## src/verilog/cq_pkg.sv

```systemverilog
// Shared types for the command queue handler; ATS opcodes are not defined and count as reserved
package cq_pkg;

    localparam int unsigned CQ_ENTRY_BYTES_LOG2 = 4;   // 16-byte queue entries
    localparam int unsigned MEM_ADDR_W          = 56;  // Address field width on the memory port
    localparam int unsigned GPPN_W              = 29;  // Sv39x4 guest PPN width kept in flushes

    // Command opcodes, any other value is reserved
    typedef enum logic [6:0] {
        IOTINVAL = 7'd1,
        IOFENCE  = 7'd2,
        IODIR    = 7'd3
    } cq_opcode_e;

    typedef enum logic [2:0] {VMA = 3'd0, GVMA = 3'd1} iotinval_func_e;
    typedef enum logic [2:0] {INVAL_DDT = 3'd0, INVAL_PDT = 3'd1} iodir_func_e;
    typedef enum logic [2:0] {FENCE_C = 3'd0} iofence_func_e;

    // Common view, only the header is decoded here
    typedef struct packed {
        logic [117:0] payload;
        logic [2:0]   func3;
        logic [6:0]   opcode;
    } cq_entry_t;

    typedef struct packed {
        logic [1:0]  rsvd_5;   // [127:126]
        logic [51:0] addr;     // ADDR[63:12]
        logic [9:0]  rsvd_4;   // [73:64]
        logic [3:0]  rsvd_3;   // [63:60]
        logic [15:0] gscid;
        logic [19:0] pscid;
        logic [9:0]  rsvd_2;   // [23:14]
        logic        gv;
        logic        pscv;
        logic        rsvd_1;
        logic        av;
        logic [2:0]  func3;
        logic [6:0]  opcode;
    } cq_iotinval_t;

    typedef struct packed {
        logic [63:0] rsvd_4;   // Whole second doubleword
        logic [23:0] did;
        logic [5:0]  rsvd_3;
        logic        dv;
        logic        rsvd_2;
        logic [19:0] pid;
        logic [1:0]  rsvd_1;
        logic [2:0]  func3;
        logic [6:0]  opcode;
    } cq_iodir_t;

    typedef struct packed {
        logic [61:0] addr;     // ADDR[63:2]
        logic [1:0]  rsvd_2;
        logic [31:0] data;
        logic [17:0] rsvd_1;
        logic        pw;
        logic        pr;
        logic        wsi;
        logic        av;
        logic [2:0]  func3;
        logic [6:0]  opcode;
    } cq_iofence_t;

    // Cache flush request, valid with flush_valid_o only
    typedef struct packed {
        logic              vma;
        logic              gvma;
        logic              av;
        logic              gv;
        logic              pscv;
        logic [GPPN_W-1:0] vpn;
        logic [15:0]       gscid;
        logic [19:0]       pscid;
        logic              ddtc;
        logic              dv;
        logic [23:0]       did;
        logic              pdtc;
        logic              pv;
        logic [19:0]       pid;
    } flush_req_t;

    typedef struct packed {
        logic                  we;     // 1 = 32-bit write, 0 = 128-bit entry read
        logic [MEM_ADDR_W-1:0] addr;
        logic [31:0]           wdata;
    } mem_cmd_t;

    typedef struct packed {
        logic [127:0] rdata;
        logic         err;     // Access fault, sticky cq_mf in the handler
    } mem_rsp_t;

endpackage
```

## src/verilog/cq_handler.sv

```systemverilog
// Command queue handler top; ADDR_W must be at least PPN_W+12, one memory transfer in flight
`timescale 1ns/1ns

module cq_handler import cq_pkg::*; #(
    parameter int unsigned PPN_W  = 44,   // Queue base PPN width
    parameter int unsigned ADDR_W = 56    // Physical address width
) (
    input  logic              clk_i,
    input  logic              rst_ni,
    input  logic [PPN_W-1:0]  cq_base_ppn_i,
    input  logic [4:0]        cq_size_i,      // log2(entries) - 1
    input  logic [31:0]       cq_tail_i,
    input  logic              cq_en_i,
    input  logic              cq_ie_i,
    input  logic              wsi_en_i,
    input  logic              err_clr_i,      // Pulse clears all sticky error bits
    output logic [31:0]       cq_head_o,
    output logic              cq_on_o,
    output logic              busy_o,
    output logic              cq_mf_o,
    output logic              cmd_ill_o,
    output logic              fence_w_ip_o,
    output logic              cq_ip_o,
    output logic              flush_valid_o,
    output flush_req_t        flush_o,
    output logic              mem_req_o,
    output mem_cmd_t          mem_cmd_o,
    input  logic              mem_ack_i,
    input  mem_rsp_t          mem_rsp_i
);

    logic       mem_start, mem_done;
    mem_cmd_t   mem_cmd;
    mem_rsp_t   mem_rsp;
    cq_entry_t  entry;                      // Registered command, shared by both decoders

    logic       inval_claim, inval_ill;
    flush_req_t inval_flush;
    logic       fence_claim, fence_ill, fence_wr, fence_wsi;
    mem_cmd_t   fence_cmd;

    cq_control #(.PPN_W(PPN_W), .ADDR_W(ADDR_W)) cq_control_inst (
        .clk_i, .rst_ni, .cq_base_ppn_i, .cq_size_i, .cq_tail_i, .cq_en_i, .cq_ie_i, .err_clr_i,
        .cq_head_o, .cq_on_o, .busy_o, .cq_mf_o, .cmd_ill_o, .fence_w_ip_o, .cq_ip_o,
        .flush_valid_o, .flush_o,
        .mem_start_o(mem_start), .mem_cmd_o(mem_cmd), .mem_done_i(mem_done), .mem_rsp_i(mem_rsp),
        .entry_o(entry),
        .inval_claim_i(inval_claim), .inval_ill_i(inval_ill), .flush_i(inval_flush),
        .fence_claim_i(fence_claim), .fence_ill_i(fence_ill), .fence_wr_i(fence_wr),
        .fence_cmd_i(fence_cmd), .fence_wsi_i(fence_wsi)
    );

    cq_inval_decode cq_inval_decode_inst (
        .entry_i(entry), .claim_o(inval_claim), .illegal_o(inval_ill), .flush_o(inval_flush)
    );

    cq_fence_decode #(.ADDR_W(ADDR_W)) cq_fence_decode_inst (
        .entry_i(entry), .wsi_en_i, .claim_o(fence_claim), .illegal_o(fence_ill),
        .wr_o(fence_wr), .wr_cmd_o(fence_cmd), .wsi_set_o(fence_wsi)
    );

    cq_mem_port cq_mem_port_inst (
        .clk_i, .rst_ni, .start_i(mem_start), .cmd_i(mem_cmd), .done_o(mem_done), .rsp_o(mem_rsp),
        .mem_req_o, .mem_cmd_o, .mem_ack_i, .mem_rsp_i
    );

endmodule

```

## src/verilog/cq_control.sv

```systemverilog
// Queue FSM and sticky status; cq_en_i changes take effect only while idle; errors need err_clr_i
`timescale 1ns/1ns

module cq_control import cq_pkg::*; #(
    parameter int unsigned PPN_W  = 44,
    parameter int unsigned ADDR_W = 56
) (
    input  logic             clk_i,
    input  logic             rst_ni,
    input  logic [PPN_W-1:0] cq_base_ppn_i,
    input  logic [4:0]       cq_size_i,
    input  logic [31:0]      cq_tail_i,
    input  logic             cq_en_i,
    input  logic             cq_ie_i,
    input  logic             err_clr_i,
    output logic [31:0]      cq_head_o,
    output logic             cq_on_o,
    output logic             busy_o,
    output logic             cq_mf_o,
    output logic             cmd_ill_o,
    output logic             fence_w_ip_o,
    output logic             cq_ip_o,
    output logic             flush_valid_o,
    output flush_req_t       flush_o,
    output logic             mem_start_o,
    output mem_cmd_t         mem_cmd_o,
    input  logic             mem_done_i,
    input  mem_rsp_t         mem_rsp_i,
    output cq_entry_t        entry_o,
    input  logic             inval_claim_i,
    input  logic             inval_ill_i,
    input  flush_req_t       flush_i,
    input  logic             fence_claim_i,
    input  logic             fence_ill_i,
    input  logic             fence_wr_i,
    input  mem_cmd_t         fence_cmd_i,
    input  logic             fence_wsi_i
);

    typedef enum logic [2:0] {IDLE, FETCH, DECODE, WRITE, ERROR} ctrl_state_e;
    ctrl_state_e state_q, state_n;

    logic              en_q;                    // Enable as seen by the handler
    logic [31:0]       head_q;
    logic              mf_q, ill_q, wip_q;      // Sticky cq_mf, cmd_ill, fence_w_ip
    cq_entry_t         entry_q;
    logic [31:0]       idx_mask;
    logic [31:0]       head_next;
    logic [31:0]       tail_m;
    logic [ADDR_W-1:0] fetch_addr;
    mem_cmd_t          fetch_cmd;
    logic              dec_ill;

    assign idx_mask  = ~(32'hffff_ffff << (cq_size_i + 1));  // 2^(size+1) entries
    assign head_next = (head_q + 32'd1) & idx_mask;           // Wraps at queue size
    assign tail_m    = cq_tail_i & idx_mask;

    // Entry address = base + head * 16
    assign fetch_addr = ADDR_W'({cq_base_ppn_i, 12'h000})
                      + (ADDR_W'(head_q) << CQ_ENTRY_BYTES_LOG2);
    assign fetch_cmd  = '{we: 1'b0, addr: MEM_ADDR_W'(fetch_addr), wdata: '0};

    // No claim from either decoder means a reserved opcode
    assign dec_ill = !(inval_claim_i || fence_claim_i)
                   || (inval_claim_i && inval_ill_i)
                   || (fence_claim_i && fence_ill_i);

    assign busy_o        = (cq_en_i != en_q);   // One cycle per enable change when idle
    assign cq_on_o       = en_q;
    assign cq_head_o     = head_q;
    assign cq_mf_o       = mf_q;
    assign cmd_ill_o     = ill_q;
    assign fence_w_ip_o  = wip_q;
    assign cq_ip_o       = (mf_q || ill_q || wip_q) && cq_ie_i;
    assign entry_o       = entry_q;
    assign flush_valid_o = (state_q == DECODE) && inval_claim_i && !inval_ill_i;
    assign flush_o       = flush_i;

    always_comb begin
        state_n     = state_q;
        mem_start_o = 1'b0;
        mem_cmd_o   = fetch_cmd;
        case (state_q)
            IDLE: begin
                // Enable cycle itself never fetches since en_q is still low
                if (cq_en_i && en_q && (tail_m != head_q)) begin
                    mem_start_o = 1'b1;
                    state_n     = FETCH;
                end
            end
            FETCH:  if (mem_done_i) state_n = mem_rsp_i.err ? ERROR : DECODE;
            DECODE: begin
                if (dec_ill) begin
                    state_n = ERROR;
                end else if (fence_claim_i && fence_wr_i) begin
                    mem_start_o = 1'b1;          // IOFENCE.C data write
                    mem_cmd_o   = fence_cmd_i;
                    state_n     = WRITE;
                end else begin
                    state_n = IDLE;
                end
            end
            WRITE:  if (mem_done_i) state_n = mem_rsp_i.err ? ERROR : IDLE;
            ERROR:  if (err_clr_i) state_n = IDLE;   // Stopped until software clears
            default: state_n = IDLE;
        endcase
    end

    always_ff @(posedge clk_i or negedge rst_ni) begin
        if (!rst_ni) begin
            state_q <= IDLE;
            en_q    <= 1'b0;
            head_q  <= '0;
            mf_q    <= 1'b0;
            ill_q   <= 1'b0;
            wip_q   <= 1'b0;
        end else begin
            state_q <= state_n;
            if (err_clr_i) begin
                mf_q  <= 1'b0;
                ill_q <= 1'b0;
                wip_q <= 1'b0;
            end
            case (state_q)
                IDLE: begin
                    en_q <= cq_en_i;
                    if (cq_en_i && !en_q) begin   // Fresh enable restarts the queue
                        head_q <= '0;
                        mf_q   <= 1'b0;
                        ill_q  <= 1'b0;
                        wip_q  <= 1'b0;
                    end
                end
                FETCH: begin
                    if (mem_done_i) begin
                        head_q <= head_next;      // Advances past faulting entries too
                        if (mem_rsp_i.err) mf_q <= 1'b1;
                    end
                end
                DECODE: begin
                    if (dec_ill) ill_q <= 1'b1;
                    else if (fence_claim_i && fence_wsi_i) wip_q <= 1'b1;
                end
                WRITE: if (mem_done_i && mem_rsp_i.err) mf_q <= 1'b1;
                default: ;
            endcase
        end
    end

    // Entry payload register
    always_ff @(posedge clk_i) begin
        if (state_q == FETCH && mem_done_i) entry_q <= mem_rsp_i.rdata;
    end

    // Single-cycle flush, never for an entry that the fence decoder also claims
    a_flush_pulse: assert property (@(posedge clk_i) disable iff (!rst_ni)
        flush_valid_o |-> !fence_claim_i ##1 !flush_valid_o);

    // Exactly one cache kind is targeted per flush
    a_flush_onehot: assert property (@(posedge clk_i) disable iff (!rst_ni)
        flush_valid_o |-> $onehot({flush_o.vma, flush_o.gvma, flush_o.pdtc}));

endmodule

```

## src/verilog/cq_mem_port.sv

```systemverilog
// Four-phase req/ack master; one transfer at a time, a start during release waits for ack low
`timescale 1ns/1ns

module cq_mem_port import cq_pkg::*; (
    input  logic     clk_i,
    input  logic     rst_ni,
    input  logic     start_i,
    input  mem_cmd_t cmd_i,
    output logic     done_o,
    output mem_rsp_t rsp_o,
    output logic     mem_req_o,
    output mem_cmd_t mem_cmd_o,
    input  logic     mem_ack_i,
    input  mem_rsp_t mem_rsp_i
);

    typedef enum logic [1:0] {IDLE, REQ, RELEASE} port_state_e;
    port_state_e state_q;

    mem_cmd_t cmd_q;
    mem_rsp_t rsp_q;
    logic     done_q;
    logic     pend_q;   // Start seen while the previous ack is still high
    logic     go;

    assign go = start_i || pend_q;

    always_ff @(posedge clk_i or negedge rst_ni) begin
        if (!rst_ni) begin
            state_q <= IDLE;
            done_q  <= 1'b0;
            pend_q  <= 1'b0;
        end else begin
            done_q <= (state_q == REQ) && mem_ack_i;
            case (state_q)
                IDLE:    if (go) state_q <= REQ;
                REQ:     if (mem_ack_i) state_q <= RELEASE;
                RELEASE: if (!mem_ack_i) state_q <= go ? REQ : IDLE;   // Ack low ends phase 4
                default: state_q <= IDLE;
            endcase
            pend_q <= go && (state_q == RELEASE) && mem_ack_i;
        end
    end

    // Command and response payload
    always_ff @(posedge clk_i) begin
        if (start_i) cmd_q <= cmd_i;
        if (state_q == REQ && mem_ack_i) rsp_q <= mem_rsp_i;   // Sampled with the ack
    end

    assign mem_req_o = (state_q == REQ);
    assign mem_cmd_o = cmd_q;
    assign done_o    = done_q;
    assign rsp_o     = rsp_q;

    a_cmd_stable: assert property (@(posedge clk_i) disable iff (!rst_ni)
        mem_req_o && $past(mem_req_o) |-> $stable(mem_cmd_o));

    // A new request only follows an ack already seen low
    a_req_after_ack_low: assert property (@(posedge clk_i) disable iff (!rst_ni)
        $rose(mem_req_o) |-> !$past(mem_ack_i));

endmodule

```

## src/verilog/cq_fence_decode.sv

```systemverilog
// IOFENCE.C decode; PR and PW are accepted but have no effect, write address truncated to ADDR_W
`timescale 1ns/1ns

module cq_fence_decode import cq_pkg::*; #(
    parameter int unsigned ADDR_W = 56
) (
    input  cq_entry_t entry_i,
    input  logic      wsi_en_i,
    output logic      claim_o,
    output logic      illegal_o,
    output logic      wr_o,
    output mem_cmd_t  wr_cmd_o,
    output logic      wsi_set_o
);

    cq_iofence_t       fen;
    logic              ok;              // Claimed and legal
    logic [ADDR_W-1:0] wr_addr;

    assign fen = cq_iofence_t'(entry_i);

    assign claim_o   = (entry_i.opcode == IOFENCE);
    assign illegal_o = claim_o && ((|fen.rsvd_1) || (|fen.rsvd_2)
                                   || (iofence_func_e'(fen.func3) != FENCE_C));
    assign ok        = claim_o && !illegal_o;

    // 4-byte aligned target, ADDR[63:2] * 4
    assign wr_addr   = ADDR_W'({fen.addr, 2'b00});

    assign wr_o      = ok && fen.av;
    assign wr_cmd_o  = '{we: 1'b1, addr: MEM_ADDR_W'(wr_addr), wdata: fen.data};
    assign wsi_set_o = ok && fen.wsi && wsi_en_i;   // Only with wired interrupts

endmodule

```

## src/verilog/cq_inval_decode.sv

```systemverilog
// IOTINVAL and IODIR decode; flush fields are zero whenever the command is illegal or unclaimed
`timescale 1ns/1ns

module cq_inval_decode import cq_pkg::*; (
    input  cq_entry_t  entry_i,
    output logic       claim_o,
    output logic       illegal_o,
    output flush_req_t flush_o
);

    cq_iotinval_t iot;
    cq_iodir_t    dir;
    logic         is_iot, is_dir;
    logic         iot_ill, dir_ill;

    assign iot    = cq_iotinval_t'(entry_i);
    assign dir    = cq_iodir_t'(entry_i);
    assign is_iot = (entry_i.opcode == IOTINVAL);
    assign is_dir = (entry_i.opcode == IODIR);

    assign claim_o   = is_iot || is_dir;
    assign illegal_o = (is_iot && iot_ill) || (is_dir && dir_ill);

    always_comb begin
        iot_ill = (|iot.rsvd_1) || (|iot.rsvd_2) || (|iot.rsvd_3)
               || (|iot.rsvd_4) || (|iot.rsvd_5);
        case (iotinval_func_e'(iot.func3))
            VMA:     ;
            GVMA:    if (iot.pscv) iot_ill = 1'b1;   // PSCV not allowed with GVMA
            default: iot_ill = 1'b1;
        endcase

        dir_ill = (|dir.rsvd_1) || (|dir.rsvd_2) || (|dir.rsvd_3) || (|dir.rsvd_4);
        case (iodir_func_e'(dir.func3))
            INVAL_DDT: if (|dir.pid) dir_ill = 1'b1;   // PID is reserved here
            INVAL_PDT: if (!dir.dv) dir_ill = 1'b1;    // Needs a device
            default:   dir_ill = 1'b1;
        endcase
    end

    always_comb begin
        flush_o = '0;
        if (is_iot && !iot_ill) begin
            flush_o.vma   = (iot.func3 == VMA);
            flush_o.gvma  = (iot.func3 == GVMA);
            flush_o.pscv  = (iot.func3 == VMA) && iot.pscv;
            flush_o.av    = iot.av;
            flush_o.gv    = iot.gv;
            flush_o.vpn   = iot.addr[GPPN_W-1:0];   // Low bits of ADDR[63:12]
            flush_o.gscid = iot.gscid;
            flush_o.pscid = iot.pscid;
        end
        if (is_dir && !dir_ill) begin
            flush_o.ddtc = (dir.func3 == INVAL_DDT);
            flush_o.pdtc = 1'b1;                         // DDT flush also drops PDT entries
            flush_o.pv   = (dir.func3 == INVAL_PDT);
            flush_o.pid  = (dir.func3 == INVAL_PDT) ? dir.pid : '0;
            flush_o.dv   = dir.dv;
            flush_o.did  = dir.did;
        end
    end

endmodule

```

## config.mk

```make
export PLATFORM = sky130hd
export DESIGN_NAME = cq_handler
export DESIGN_NICKNAME = d
export VERILOG_FILES = /design/src/verilog/cq_pkg.sv /design/src/verilog/cq_handler.sv /design/src/verilog/cq_control.sv /design/src/verilog/cq_mem_port.sv /design/src/verilog/cq_fence_decode.sv /design/src/verilog/cq_inval_decode.sv
export SDC_FILE = /design/constraint.sdc
export NUM_CORES = 1
export LEC_CHECK = 0
export CORE_MARGIN = 4
export CORE_UTILIZATION = 40
export DETAILED_ROUTE_END_ITERATION = 10
export DONT_BUFFER_PORTS = 1
export PLACE_DENSITY_LB_ADDON = 0.3
export SKIP_CTS_REPAIR_TIMING = 1
export SLEW_MARGIN = 20
export SYNTH_ARGS = -nofsm -noshare
export SYNTH_HDL_FRONTEND = slang
export SYNTH_HIERARCHICAL = 1
export SYNTH_SLANG_ARGS = --single-unit
```

## constraint.sdc

```tcl
create_clock -name clk_i -period 17 [get_ports clk_i]
set_clock_uncertainty 0.1 [all_clocks]
set_input_delay 0.85 -clock clk_i [delete_from_list [all_inputs] [get_ports clk_i]]
set_output_delay 0.85 -clock clk_i [all_outputs]
set_load 0.05 [all_outputs]
```

==> impl_metrics.env, run 1 <==
export IMPL_rows=79
export IMPL_io_buffers=0
export IMPL_synth_ff_type="edfxtp_1"
export IMPL_drt_iter0_drc=1223
export IMPL_cp_top_family="simple AND/OR/NAND/NOR gates"
export IMPL_yosys_warnings=6
export IMPL_final_setup_tns_ns=0
export IMPL_fin_crit_ns=5.08
export IMPL_first_global_vias=11400
export IMPL_syn_to_final_growth_pct=3.06
export IMPL_clock_latency_ns=0.58
export IMPL_cpPeakStageDelay_ns=0.85
export IMPL_critPathBufInv=2
export IMPL_grtUsageTotal_pct=21.3
export IMPL_via_count=11900
export IMPL_end_kind="flop"
export IMPL_syn_inst=1610
export IMPL_core_um2=47000
export IMPL_cts_sinks=389
export IMPL_max_freq_mhz=197
export IMPL_yosysSeqAreaShare_pct=59.8
export IMPL_status="finished, final reports clean"
export IMPL_grt_max_degree=76
export IMPL_wire_per_inst_um=28.0
export IMPL_p_leak_nw=6.97
export IMPL_regToRegSetupSlack_ns=11.92
export IMPL_post_place_ws_ns=11.81
export IMPL_synth_edf_count=346
export IMPL_startpoint_type="flop"
export IMPL_clockBufferDepth=3
export IMPL_clockRootBuffer="clkbuf_16"
export IMPL_setup_viol=0
export IMPL_cts_buffers=43
export IMPL_dr_pass1_iters=5
export IMPL_hold_path_class="in -> async"
export IMPL_io_pins=464
export IMPL_hold_viol=0
export IMPL_relSlewSlack_pct=22.1
export IMPL_grt_pass1_wl_um=80900
export IMPL_cp_required_ns=17.07
export IMPL_layout_nets=1655
export IMPL_wirelength_um=57500
export IMPL_ys_ff_latch=389
export IMPL_cp_arrival_ns=5.15
export IMPL_peakVddDrop_v=0.000101
export IMPL_postLayoutCellArea_um2=19800
export IMPL_drc=0
export IMPL_crit_path_top_delay_cell="and4b_2"
export IMPL_gr_total_overflow=0
export IMPL_cp_cell_sequence="nor4_1 > nand4_1 > nor3_1 > and4b_2 > nor2_1 > nand2_1 > nor3b_2 > nand2_1 > buf_4 > nand2_4 > buf_4"
export IMPL_routed_via_density=5.81
export IMPL_async_flop_share_pct=11.1
export IMPL_cts_htree_levels=2
export IMPL_drv_slew=0
export IMPL_cts_tree="built"
export IMPL_worstPathMaxFanout=72
export IMPL_critical_path_class="reg -> reg"
export IMPL_initial_core_util_pct=40.9
export IMPL_syn_area_um2=19200
export IMPL_die_h_um=227
export IMPL_die_w_um=227
export IMPL_max_cap_viol_count=0
export IMPL_drive_above_1_share_pct=8.34
export IMPL_min_period_over_period_pct=29.9
export IMPL_synth_avg_cell_area_um2=11.9
export IMPL_setup_ws_ns=11.92
export IMPL_power_density_nw_per_um2=129
export IMPL_ant_nets=0
export IMPL_gp_congestion=0.983
export IMPL_clk_pin_slew_ns=0.06
export IMPL_antenna_found_initial=13
export IMPL_tightest_slew_ns=1.17
export IMPL_synth_distinct_cells=82
export IMPL_die_area_um2=51500
export IMPL_fin_util_pct=42.1
export IMPL_rsz0062_at_grt="false"
export IMPL_dp_hpwl_um=43200
export IMPL_placed_cell_area_um2=18300
[where the power goes]
| group | internal, mW | total (mW) | leakage (nW) | switching, mW |
|---|---|---|---|---|
| clock network | 0.548 | 0.933 | 0.688 | 0.385 |
| registers | 1.20 | 1.39 | 3.79 | 0.182 |
| logic | 0.0514 | 0.236 | 2.48 | 0.185 |
[metrics by stage]
step	hold WS (ns)	std cells	total power, mW
2_1_floorplan	0.300	1611	1.57
3_3_place_gp	0.301	1966	1.64
3_5_place_dp	0.305	1966	1.64
4_1_cts	-0.179	2045	2.58
5_1_grt	0.00749	2049	2.66
6_report	0.0296	2051	2.56
[layout by cell type (no fill, tap or decap), types with 27 or more instances in the layout]
cell / instances
inv_1: 31
dfrtp_1: 43
ha_1: 32
and3_1: 81
o21ai_0: 91
nor3_1: 27
and2_1: 68
clkbuf_16: 43
edfxtp_1: 346
xnor2_1: 35
a21oi_1: 47
nor2_1: 64
nor4_1: 32
nand2_1: 121
nand3_1: 40
[layer usage]
layer  share of wire, %  global-route usage (%)  vias to the layer above
met4                3.0                    6.40                       16
met2                 47                    34.4                      615
li1                   -                       -                     5330
met1                 40                    27.5                     5848
met3                9.9                    7.05                      109
met5               0.20                       0                        -
[path summary, 6_finish.rpt]
check | depth (start not counted) | end | from
setup reg to reg | 11 | cq_mem_port_inst/mem_cmd_o[50] | cq_control_inst/entry_o[39]
hold reg to reg | 0 | cq_control_inst/entry_o[119] | cq_mem_port_inst/rsp_o[120]
setup / recovery | 11 | cq_mem_port_inst/mem_cmd_o[50] | cq_control_inst/entry_o[39]
hold / removal | 1 | cq_control_inst/cq_head_o[1] | rst_ni
min in group clk_i | 0 | cq_mem_port_inst/rsp_o[42] | mem_rsp_i[42]
max in group asynchronous | 1 | cq_control_inst/cq_head_o[20] | rst_ni
[logic make-up (layout without fill, tap and decap cells)]
logic type      Yosys count  after routing  share of synthesized area (%)
compound gates          273            273                           9.06
xor+xnor                 59             59                           2.69
fa+ha+maj                33             33                           2.19
buf+inv                 303            131                           10.1
flops                   389            389                           59.8
mux                       8              8                          0.515
other cells               2              8                         0.0391
simple gates            543            543                           15.7
[cells in the mapped netlist, types with 5 or more instances]
master	instances	share of area, %
edfxtp_1	346	54
buf_4	207	8.1
nand2_1	122	2.4
o21ai_0	91	2.4
and3_1	81	2.6
and2_1	70	2.3
nor2_1	65	1.3
clkbuf_1	48	0.94
a21oi_1	47	1.2
dfrtp_1	43	5.6
nand3_1	40	1.0
xnor2_1	35	1.6
ha_1	32	2.1
nor4_1	32	1.0
inv_1	31	0.61
nor3_1	29	0.76
nand4_1	25	0.82
xor2_1	24	1.1
and4_1	23	1.0
a211oi_1	20	0.78
o31ai_1	16	0.63
a21o_1	14	0.55
o21ai_1	13	0.34
o211ai_1	11	0.43
nand2b_1	10	0.33
nor2b_1	10	0.33
and2_2	9	0.35
a31oi_1	8	0.26
clkbuf_2	8	0.21
o22ai_1	6	0.20
mux2i_1	5	0.26
nor3b_1	5	0.20
o21a_1	5	0.20
o21bai_1	5	0.20
[area by class of cell]
class | count | area (µm²)
fillers | 4347 | 27200
flip-flops and latches | 389 | 11500
multi-input cells | 919 | 5830
clock buffers | 52 | 1110
well taps | 607 | 759
clock inverters | 27 | 313
repair buffers | 17 | 148
inverters | 35 | 136
diodes | 5 | 12.5
[sequential cells by signal (all words and copies together), names as in the netlist]
register and cells:
cq_mem_port_inst/state_q 2, cq_mem_port_inst/pend_q 1, cq_control_inst/cmd_ill_o 1, cq_mem_port_inst/rsp_o 129
cq_control_inst/cq_head_o 32, cq_control_inst/cq_on_o 1, cq_control_inst/entry_o 128, cq_control_inst/fence_w_ip_o 1
cq_control_inst/cq_mf_o 1, cq_mem_port_inst/done_o 1, cq_control_inst/state_q 3, cq_mem_port_inst/mem_cmd_o 89
(Power assumes the default switching activity.)
==> run 2, diff against run 1 <==
--- a/config.mk
+++ b/config.mk
@@ -5,6 +5,7 @@
 export SDC_FILE = /design/constraint.sdc
 export NUM_CORES = 1
 export LEC_CHECK = 0
+export ABC_AREA = 1
 export CORE_MARGIN = 4
 export CORE_UTILIZATION = 40
 export DETAILED_ROUTE_END_ITERATION = 10
==> constraint.sdc (replaced) <==
create_clock -name clk_i -period 4.9 [get_ports clk_i]
set_clock_uncertainty 0.1 [all_clocks]
set_input_delay 0.245 -clock clk_i [delete_from_list [all_inputs] [get_ports clk_i]]
set_output_delay 0.245 -clock clk_i [all_outputs]
set_load 0.05 [all_outputs]
==> run 2 against run 1 <==
Cell count increased by 33%; first-iteration DRC count decreased by 12%; combinational power increased to 4.5 times the previous value; worst setup slack worse by 12 ns; register-to-register slack lost 11 ns; hold slack got worse by 0.047 ns; largest cell class unchanged; total power grew to 3.6 times the previous value; critical path type is now reg -> out; sequential power grew to 3.4 times the previous value; non-clock buffer count increased by 157; routed wire length up 4.2%; the run now ends with negative hold slack left; die area up 4.2%.
==> impl_metrics.env, run 2 <==
export IMPL_status="finished with violations"
export IMPL_violations="negative hold slack"
export IMPL_fin_crit_ns=4.57
export IMPL_max_cap_viol_count=0
export IMPL_grt_pass1_wl_um=84100
export IMPL_io_pins=464
export IMPL_ant_nets=0
export IMPL_clock_latency_ns=0.57
export IMPL_path_depth=8
export IMPL_regArea_um2=11500
export IMPL_path_common_cell="nor2_1"
export IMPL_syn_inst=2065
export IMPL_yosysTopAreaCell="edfxtp_1"
export IMPL_drc=0
export IMPL_cts_tree="built"
export IMPL_cts_htree_levels=2
export IMPL_drv_slew=0
export IMPL_ys_ff_latch=389
export IMPL_rows=81
export IMPL_yosys_warnings=6
export IMPL_synth_edf_count=346
export IMPL_whs_ns=-0.0172
export IMPL_startpoint_type="flop"
export IMPL_end_kind="output pin"
export IMPL_synth_distinct_cells=54
export IMPL_routed_via_density=5.07
export IMPL_clockRootBuffer="clkbuf_16"
export IMPL_synthTopCellsByCount="edfxtp_1 (346), nand2_1 (346), nor2_1 (299)"
export IMPL_clockBufferDepth=3
export IMPL_io_buffers=0
export IMPL_tightest_slew_ns=1.21
export IMPL_timing_rr_start="cq_control_inst/entry_o[65]"
export IMPL_syn_area_um2=20000
export IMPL_wirelength_um=59900
export IMPL_synth_ff_type="edfxtp_1"
export IMPL_clk_pin_slew_ns=0.06
export IMPL_min_period_over_period_pct=93.4
export IMPL_layout_commonest_cell="edfxtp_1"
export IMPL_grt_max_degree=137
export IMPL_via_count=13900
export IMPL_min_from="cq_base_ppn_i[24]"
export IMPL_fin_util_pct=45.2
export IMPL_hold_viol=1
export IMPL_multi_input_area_um2=5790
export IMPL_initial_core_util_pct=40.7
export IMPL_max_freq_mhz=219
export IMPL_cpPeakStageDelay_ns=0.79
export IMPL_first_global_vias=12800
export IMPL_cp_top_family="simple AND/OR/NAND/NOR gates"
export IMPL_largest_reg_flops=129
export IMPL_rr_endpoint="cq_mem_port_inst/mem_cmd_o[75]"
export IMPL_critical_path_class="reg -> out"
export IMPL_hold_path_class="in -> reg"
export IMPL_dr_pass1_iters=5
export IMPL_whs_endpoint="cq_mem_port_inst/mem_cmd_o[68]"
export IMPL_antenna_found_initial=7
export IMPL_p_total_mw=9.08
export IMPL_drt_iter0_drc=1076
export IMPL_crit_path_top_delay_cell="nand4_2"
export IMPL_async_flop_share_pct=11.1
export IMPL_gr_total_overflow=0
export IMPL_critPathBufInv=1
export IMPL_holdPathStages=4
export IMPL_regToRegSetupSlack_ns=0.96
export IMPL_die_w_um=232
export IMPL_yosysSeqAreaShare_pct=57.2
export IMPL_cp_required_ns=4.55
export IMPL_cp_arrival_ns=4.23
export IMPL_rsz0062_at_grt="false"
export IMPL_layout_nets=2287
export IMPL_drive_above_1_share_pct=7.39
export IMPL_die_h_um=232
export IMPL_cts_buffers=44
export IMPL_dp_hpwl_um=44700
export IMPL_final_cell_mix="edfxtp_1 (346), nand2_1 (344), nor2_1 (297)"
export IMPL_fill_cells=4609
export IMPL_peakVddDrop_v=0.000318
export IMPL_syn_to_final_growth_pct=11.2
export IMPL_p_leak_nw=8.78
export IMPL_worstPathMaxFanout=31
export IMPL_synth_top_area_share_pct=51.9
export IMPL_setup_viol=0
export IMPL_synth_area_leaders="edfxtp_1 (52%), buf_4 (7.8%), nand2_1 (6.5%)"
export IMPL_synth_avg_cell_area_um2=9.70
export IMPL_core_um2=49300
export IMPL_wire_per_inst_um=21.9
export IMPL_final_setup_tns_ns=0
export IMPL_grtUsageTotal_pct=20.9
export IMPL_die_area_um2=53700
export IMPL_relSlewSlack_pct=19.1
export IMPL_rr_worst_depth=17
export IMPL_power_density_nw_per_um2=407
export IMPL_cts_sinks=389
export IMPL_cp_cell_sequence="nor2_1 > nand3_1 > nor2_1 > nand3_1 > nor2_2 > nand4_2 > buf_4 > nor2_1"
export IMPL_gp_congestion=0.970
[run 2: changes by cell type in the layout (fill, tap and decap cells not counted), sizes merged, moves of 42 or more]
cell         delta
nand3          +68
dlygate4sd3   +155
and3           -81
nor2          +263
nand2         +235
and2           -78
o21ai          -42
inv           +236
[run 2: kinds of logic after synthesis]
| group | synth area share, % |
|---|---|
| XOR/XNOR | 2.01 |
| AO/OA/AOI/OAI | 5.05 |
| other | 0.0375 |
| adder cells (fa/ha/maj) | 2.10 |
| AND/OR/NAND/NOR | 19.3 |
| buffers and inverters | 14.0 |
| flip-flops | 57.2 |
| multiplexers | 0.250 |
[run 2: per-layer routing]
metal  global-route usage [%]  part of all wire [%]  vias to the layer above
li1                         -                     -                     6555
met1                     26.0                    41                     6638
met2                     33.7                    47                      575
met3                     8.60                   9.7                      105
met4                     5.60                   2.4                       12
met5                        0                  0.12                        -
[run 2: worst min-delay path, delay by kind of cell]
| kind | cells | cell delay (ns) |
|---|---|---|
| AND/OR/NAND/NOR | 2 | 0.15 |
| AO/OA/AOI/OAI | 1 | 0.09 |
| buffers and inverters | 1 | 0.05 |
[run 2: how the worst max path moves through the flow]
stage / from / to / slack (ns)
finish: cq_control_inst/entry_o[65] / flush_o[23] / 0.33
global route: cq_control_inst/entry_o[65] / flush_o[23] / 0.04
CTS: cq_control_inst/entry_o[65] / flush_o[23] / 0.22
detailed placement: cq_control_inst/entry_o[65] / flush_o[23] / 0.85
global placement: cq_control_inst/entry_o[65] / cq_mem_port_inst/mem_cmd_o[75] / 0.87
floorplan: cq_control_inst/entry_o[8] / cq_mem_port_inst/mem_cmd_o[0] / 0.37
[run 2: area by class of cell]
cell class / instances / share of cell area, %
Clock buffer: 51 / 5.15
Timing Repair Buffer: 174 / 7.80
Tap cell: 664 / 3.73
Clock inverter: 29 / 1.28
Sequential cell: 389 / 51.4
Antenna cell: 1 / 0.0112
Inverter: 273 / 4.60
Multi-Input combinational cell: 1155 / 26.0
[run 2: power breakdown]
part / total, mW / leakage (nW) / internal (mW) / switching [mW]
Clock: 3.27 / 0.705 / 1.90 / 1.37
Sequential: 4.74 / 3.75 / 4.08 / 0.657
Combinational: 1.07 / 4.33 / 0.282 / 0.783
[run 2: stage by stage]
stage	worst slack, ns	instance area (µm²)	hold WS [ns]	cells
3_5_place_dp	0.853	19300	-0.149	2499
4_1_cts	0.225	20700	-0.771	2579
3_3_place_gp	0.869	19300	-0.149	2499
6_report	0.325	22300	-0.0172	2736
2_1_floorplan	0.373	20000	-0.151	2066
5_1_grt	0.0438	22300	0.00623	2735
==> run 3, diff against run 2 <==
--- a/config.mk
+++ b/config.mk
@@ -6,6 +6,8 @@
 export NUM_CORES = 1
 export LEC_CHECK = 0
 export ABC_AREA = 1
+export CELL_PAD_IN_SITES_DETAIL_PLACEMENT = 0
+export CELL_PAD_IN_SITES_GLOBAL_PLACEMENT = 1
 export CORE_MARGIN = 4
 export CORE_UTILIZATION = 40
 export DETAILED_ROUTE_END_ITERATION = 10
==> run 3 against run 2 <==
The flow still finishes with violations (negative hold slack); via count is essentially flat; core utilization is 0.19 points higher; sequential share of layout area fell by 0.22 points; fmax is 8.8% higher; worst setup slack gained 0.37 ns; design area up 0.43%; critical endpoint is now flush_o[26]; largest cell class unchanged.
==> impl_metrics.env, run 3 (same netlist as run 2, synthesis figures left out) <==
export IMPL_status="finished with violations"
export IMPL_violations="negative hold slack"
export IMPL_clockBufferDepth=3
export IMPL_cts_tree="built"
export IMPL_syn_to_final_growth_pct=11.7
export IMPL_final_setup_tns_ns=0
export IMPL_io_buffers=0
export IMPL_critical_path_class="reg -> out"
export IMPL_cp_startpoint="cq_control_inst/entry_o[65]"
export IMPL_layout_nets=2302
export IMPL_grtUsageTotal_pct=21.2
export IMPL_clock_latency_ns=0.57
export IMPL_postLayoutCellArea_um2=22400
export IMPL_hold_viol=1
export IMPL_cp_required_ns=4.55
export IMPL_setup_ws_ns=0.695
export IMPL_cts_buffers=44
export IMPL_layout_commonest_cell="edfxtp_1"
export IMPL_tightest_slew_ns=1.04
export IMPL_drive_above_1_share_pct=7.82
export IMPL_cp_arrival_ns=3.86
export IMPL_cpPeakStageDelay_ns=0.72
export IMPL_max_cap_viol_count=0
export IMPL_dp_hpwl_um=44900
export IMPL_dr_pass1_iters=5
export IMPL_largest_reg_flops=129
export IMPL_path_depth=8
export IMPL_routed_via_density=5.05
export IMPL_hold_path_class="in -> reg"
export IMPL_die_h_um=232
export IMPL_cts_htree_levels=2
export IMPL_core_um2=49300
export IMPL_p_leak_nw=8.83
export IMPL_gp_congestion=0.941
export IMPL_initial_core_util_pct=40.7
export IMPL_ant_nets=0
export IMPL_clockRootBuffer="clkbuf_16"
export IMPL_min_period_over_period_pct=85.8
export IMPL_critPathBufInv=1
export IMPL_final_cell_mix="edfxtp_1 (346), nand2_1 (344), nor2_1 (298)"
export IMPL_first_global_vias=12800
export IMPL_power_density_nw_per_um2=404
export IMPL_setup_viol=0
export IMPL_worstPathMaxFanout=26
export IMPL_grt_pass1_wl_um=84800
export IMPL_timing_rr_start="cq_control_inst/entry_o[65]"
export IMPL_placed_cell_area_um2=19400
export IMPL_relSlewSlack_pct=30.4
export IMPL_rsz0062_at_grt="false"
export IMPL_gr_total_overflow=0
export IMPL_via_count=13900
export IMPL_fill_cells=4702
export IMPL_wirelength_um=60600
export IMPL_startpoint_type="flop"
export IMPL_drc=0
export IMPL_end_kind="output pin"
export IMPL_fin_util_pct=45.4
export IMPL_antenna_found_initial=7
export IMPL_peakVddDrop_v=0.000305
export IMPL_post_place_ws_ns=0.920
export IMPL_min_from="cq_base_ppn_i[43]"
export IMPL_wire_per_inst_um=22.0
export IMPL_cp_cell_sequence="nor2_1 > nand3_1 > nor2_1 > nand3_1 > nor2_2 > nand4_2 > buf_4 > nor2_1"
export IMPL_io_pins=464
export IMPL_rows=81
export IMPL_cts_sinks=389
export IMPL_fin_crit_ns=4.20
export IMPL_drt_iter0_drc=1080
export IMPL_max_freq_mhz=238
export IMPL_dp_cells=2513
export IMPL_p_total_mw=9.05
export IMPL_grt_max_degree=137
export IMPL_clk_pin_slew_ns=0.06
export IMPL_holdPathStages=4
export IMPL_drv_slew=0
export IMPL_stdcell_count=2752
export IMPL_crit_path_top_delay_cell="nor2_1"
export IMPL_path_common_cell="nor2_1"
export IMPL_whs_ns=-0.0186
export IMPL_die_w_um=232
export IMPL_die_area_um2=53700
export IMPL_cp_top_family="simple AND/OR/NAND/NOR gates"
export IMPL_rr_worst_depth=17
## run 3: worst min-delay path: cells and delay by family
family | cells | cell delay [ns]
compound gates | 1 | 0.07
buf+inv | 1 | 0.04
simple gates | 2 | 0.13
## run 3: path summary, 6_finish.rpt
kind	endpoint	slack [ns]
min in group asynchronous	cq_control_inst/cq_head_o[28]	0.10
hold reg to reg	cq_control_inst/entry_o[89]	0.31
setup / recovery	flush_o[26]	0.70
max in group asynchronous	cq_control_inst/fence_w_ip_o	4.32
setup reg to reg	cq_mem_port_inst/mem_cmd_o[43]	1.00
hold / removal	cq_mem_port_inst/mem_cmd_o[87]	-0.02
## run 3: where the power goes
| part | switching [mW] | internal, mW | total, mW | leakage [nW] |
|---|---|---|---|---|
| combinational | 0.793 | 0.293 | 1.09 | 4.41 |
| clock | 1.34 | 1.89 | 3.23 | 0.670 |
| sequential | 0.654 | 4.08 | 4.74 | 3.75 |
| total | 2.79 | 6.26 | 9.05 | 8.83 |
## run 3: layout make-up
type	instances	area [µm²]	area share, %
Sequential cell	389	11500	51.2
Multi-Input combinational cell	1155	5790	25.9
Timing Repair Buffer	189	1870	8.34
Clock buffer	50	1140	5.12
Inverter	273	1020	4.58
Tap cell	664	831	3.71
Clock inverter	28	251	1.12
Antenna cell	4	10.0	0.0447
## run 3: layer usage
metal  track usage [%]  wire (µm)  share of wire [%]
met3              7.75       5600                9.2
met1              27.1      24900                 41
met5                 0         41              0.068
met2              34.4      28600                 47
met4              5.17       1370                2.3
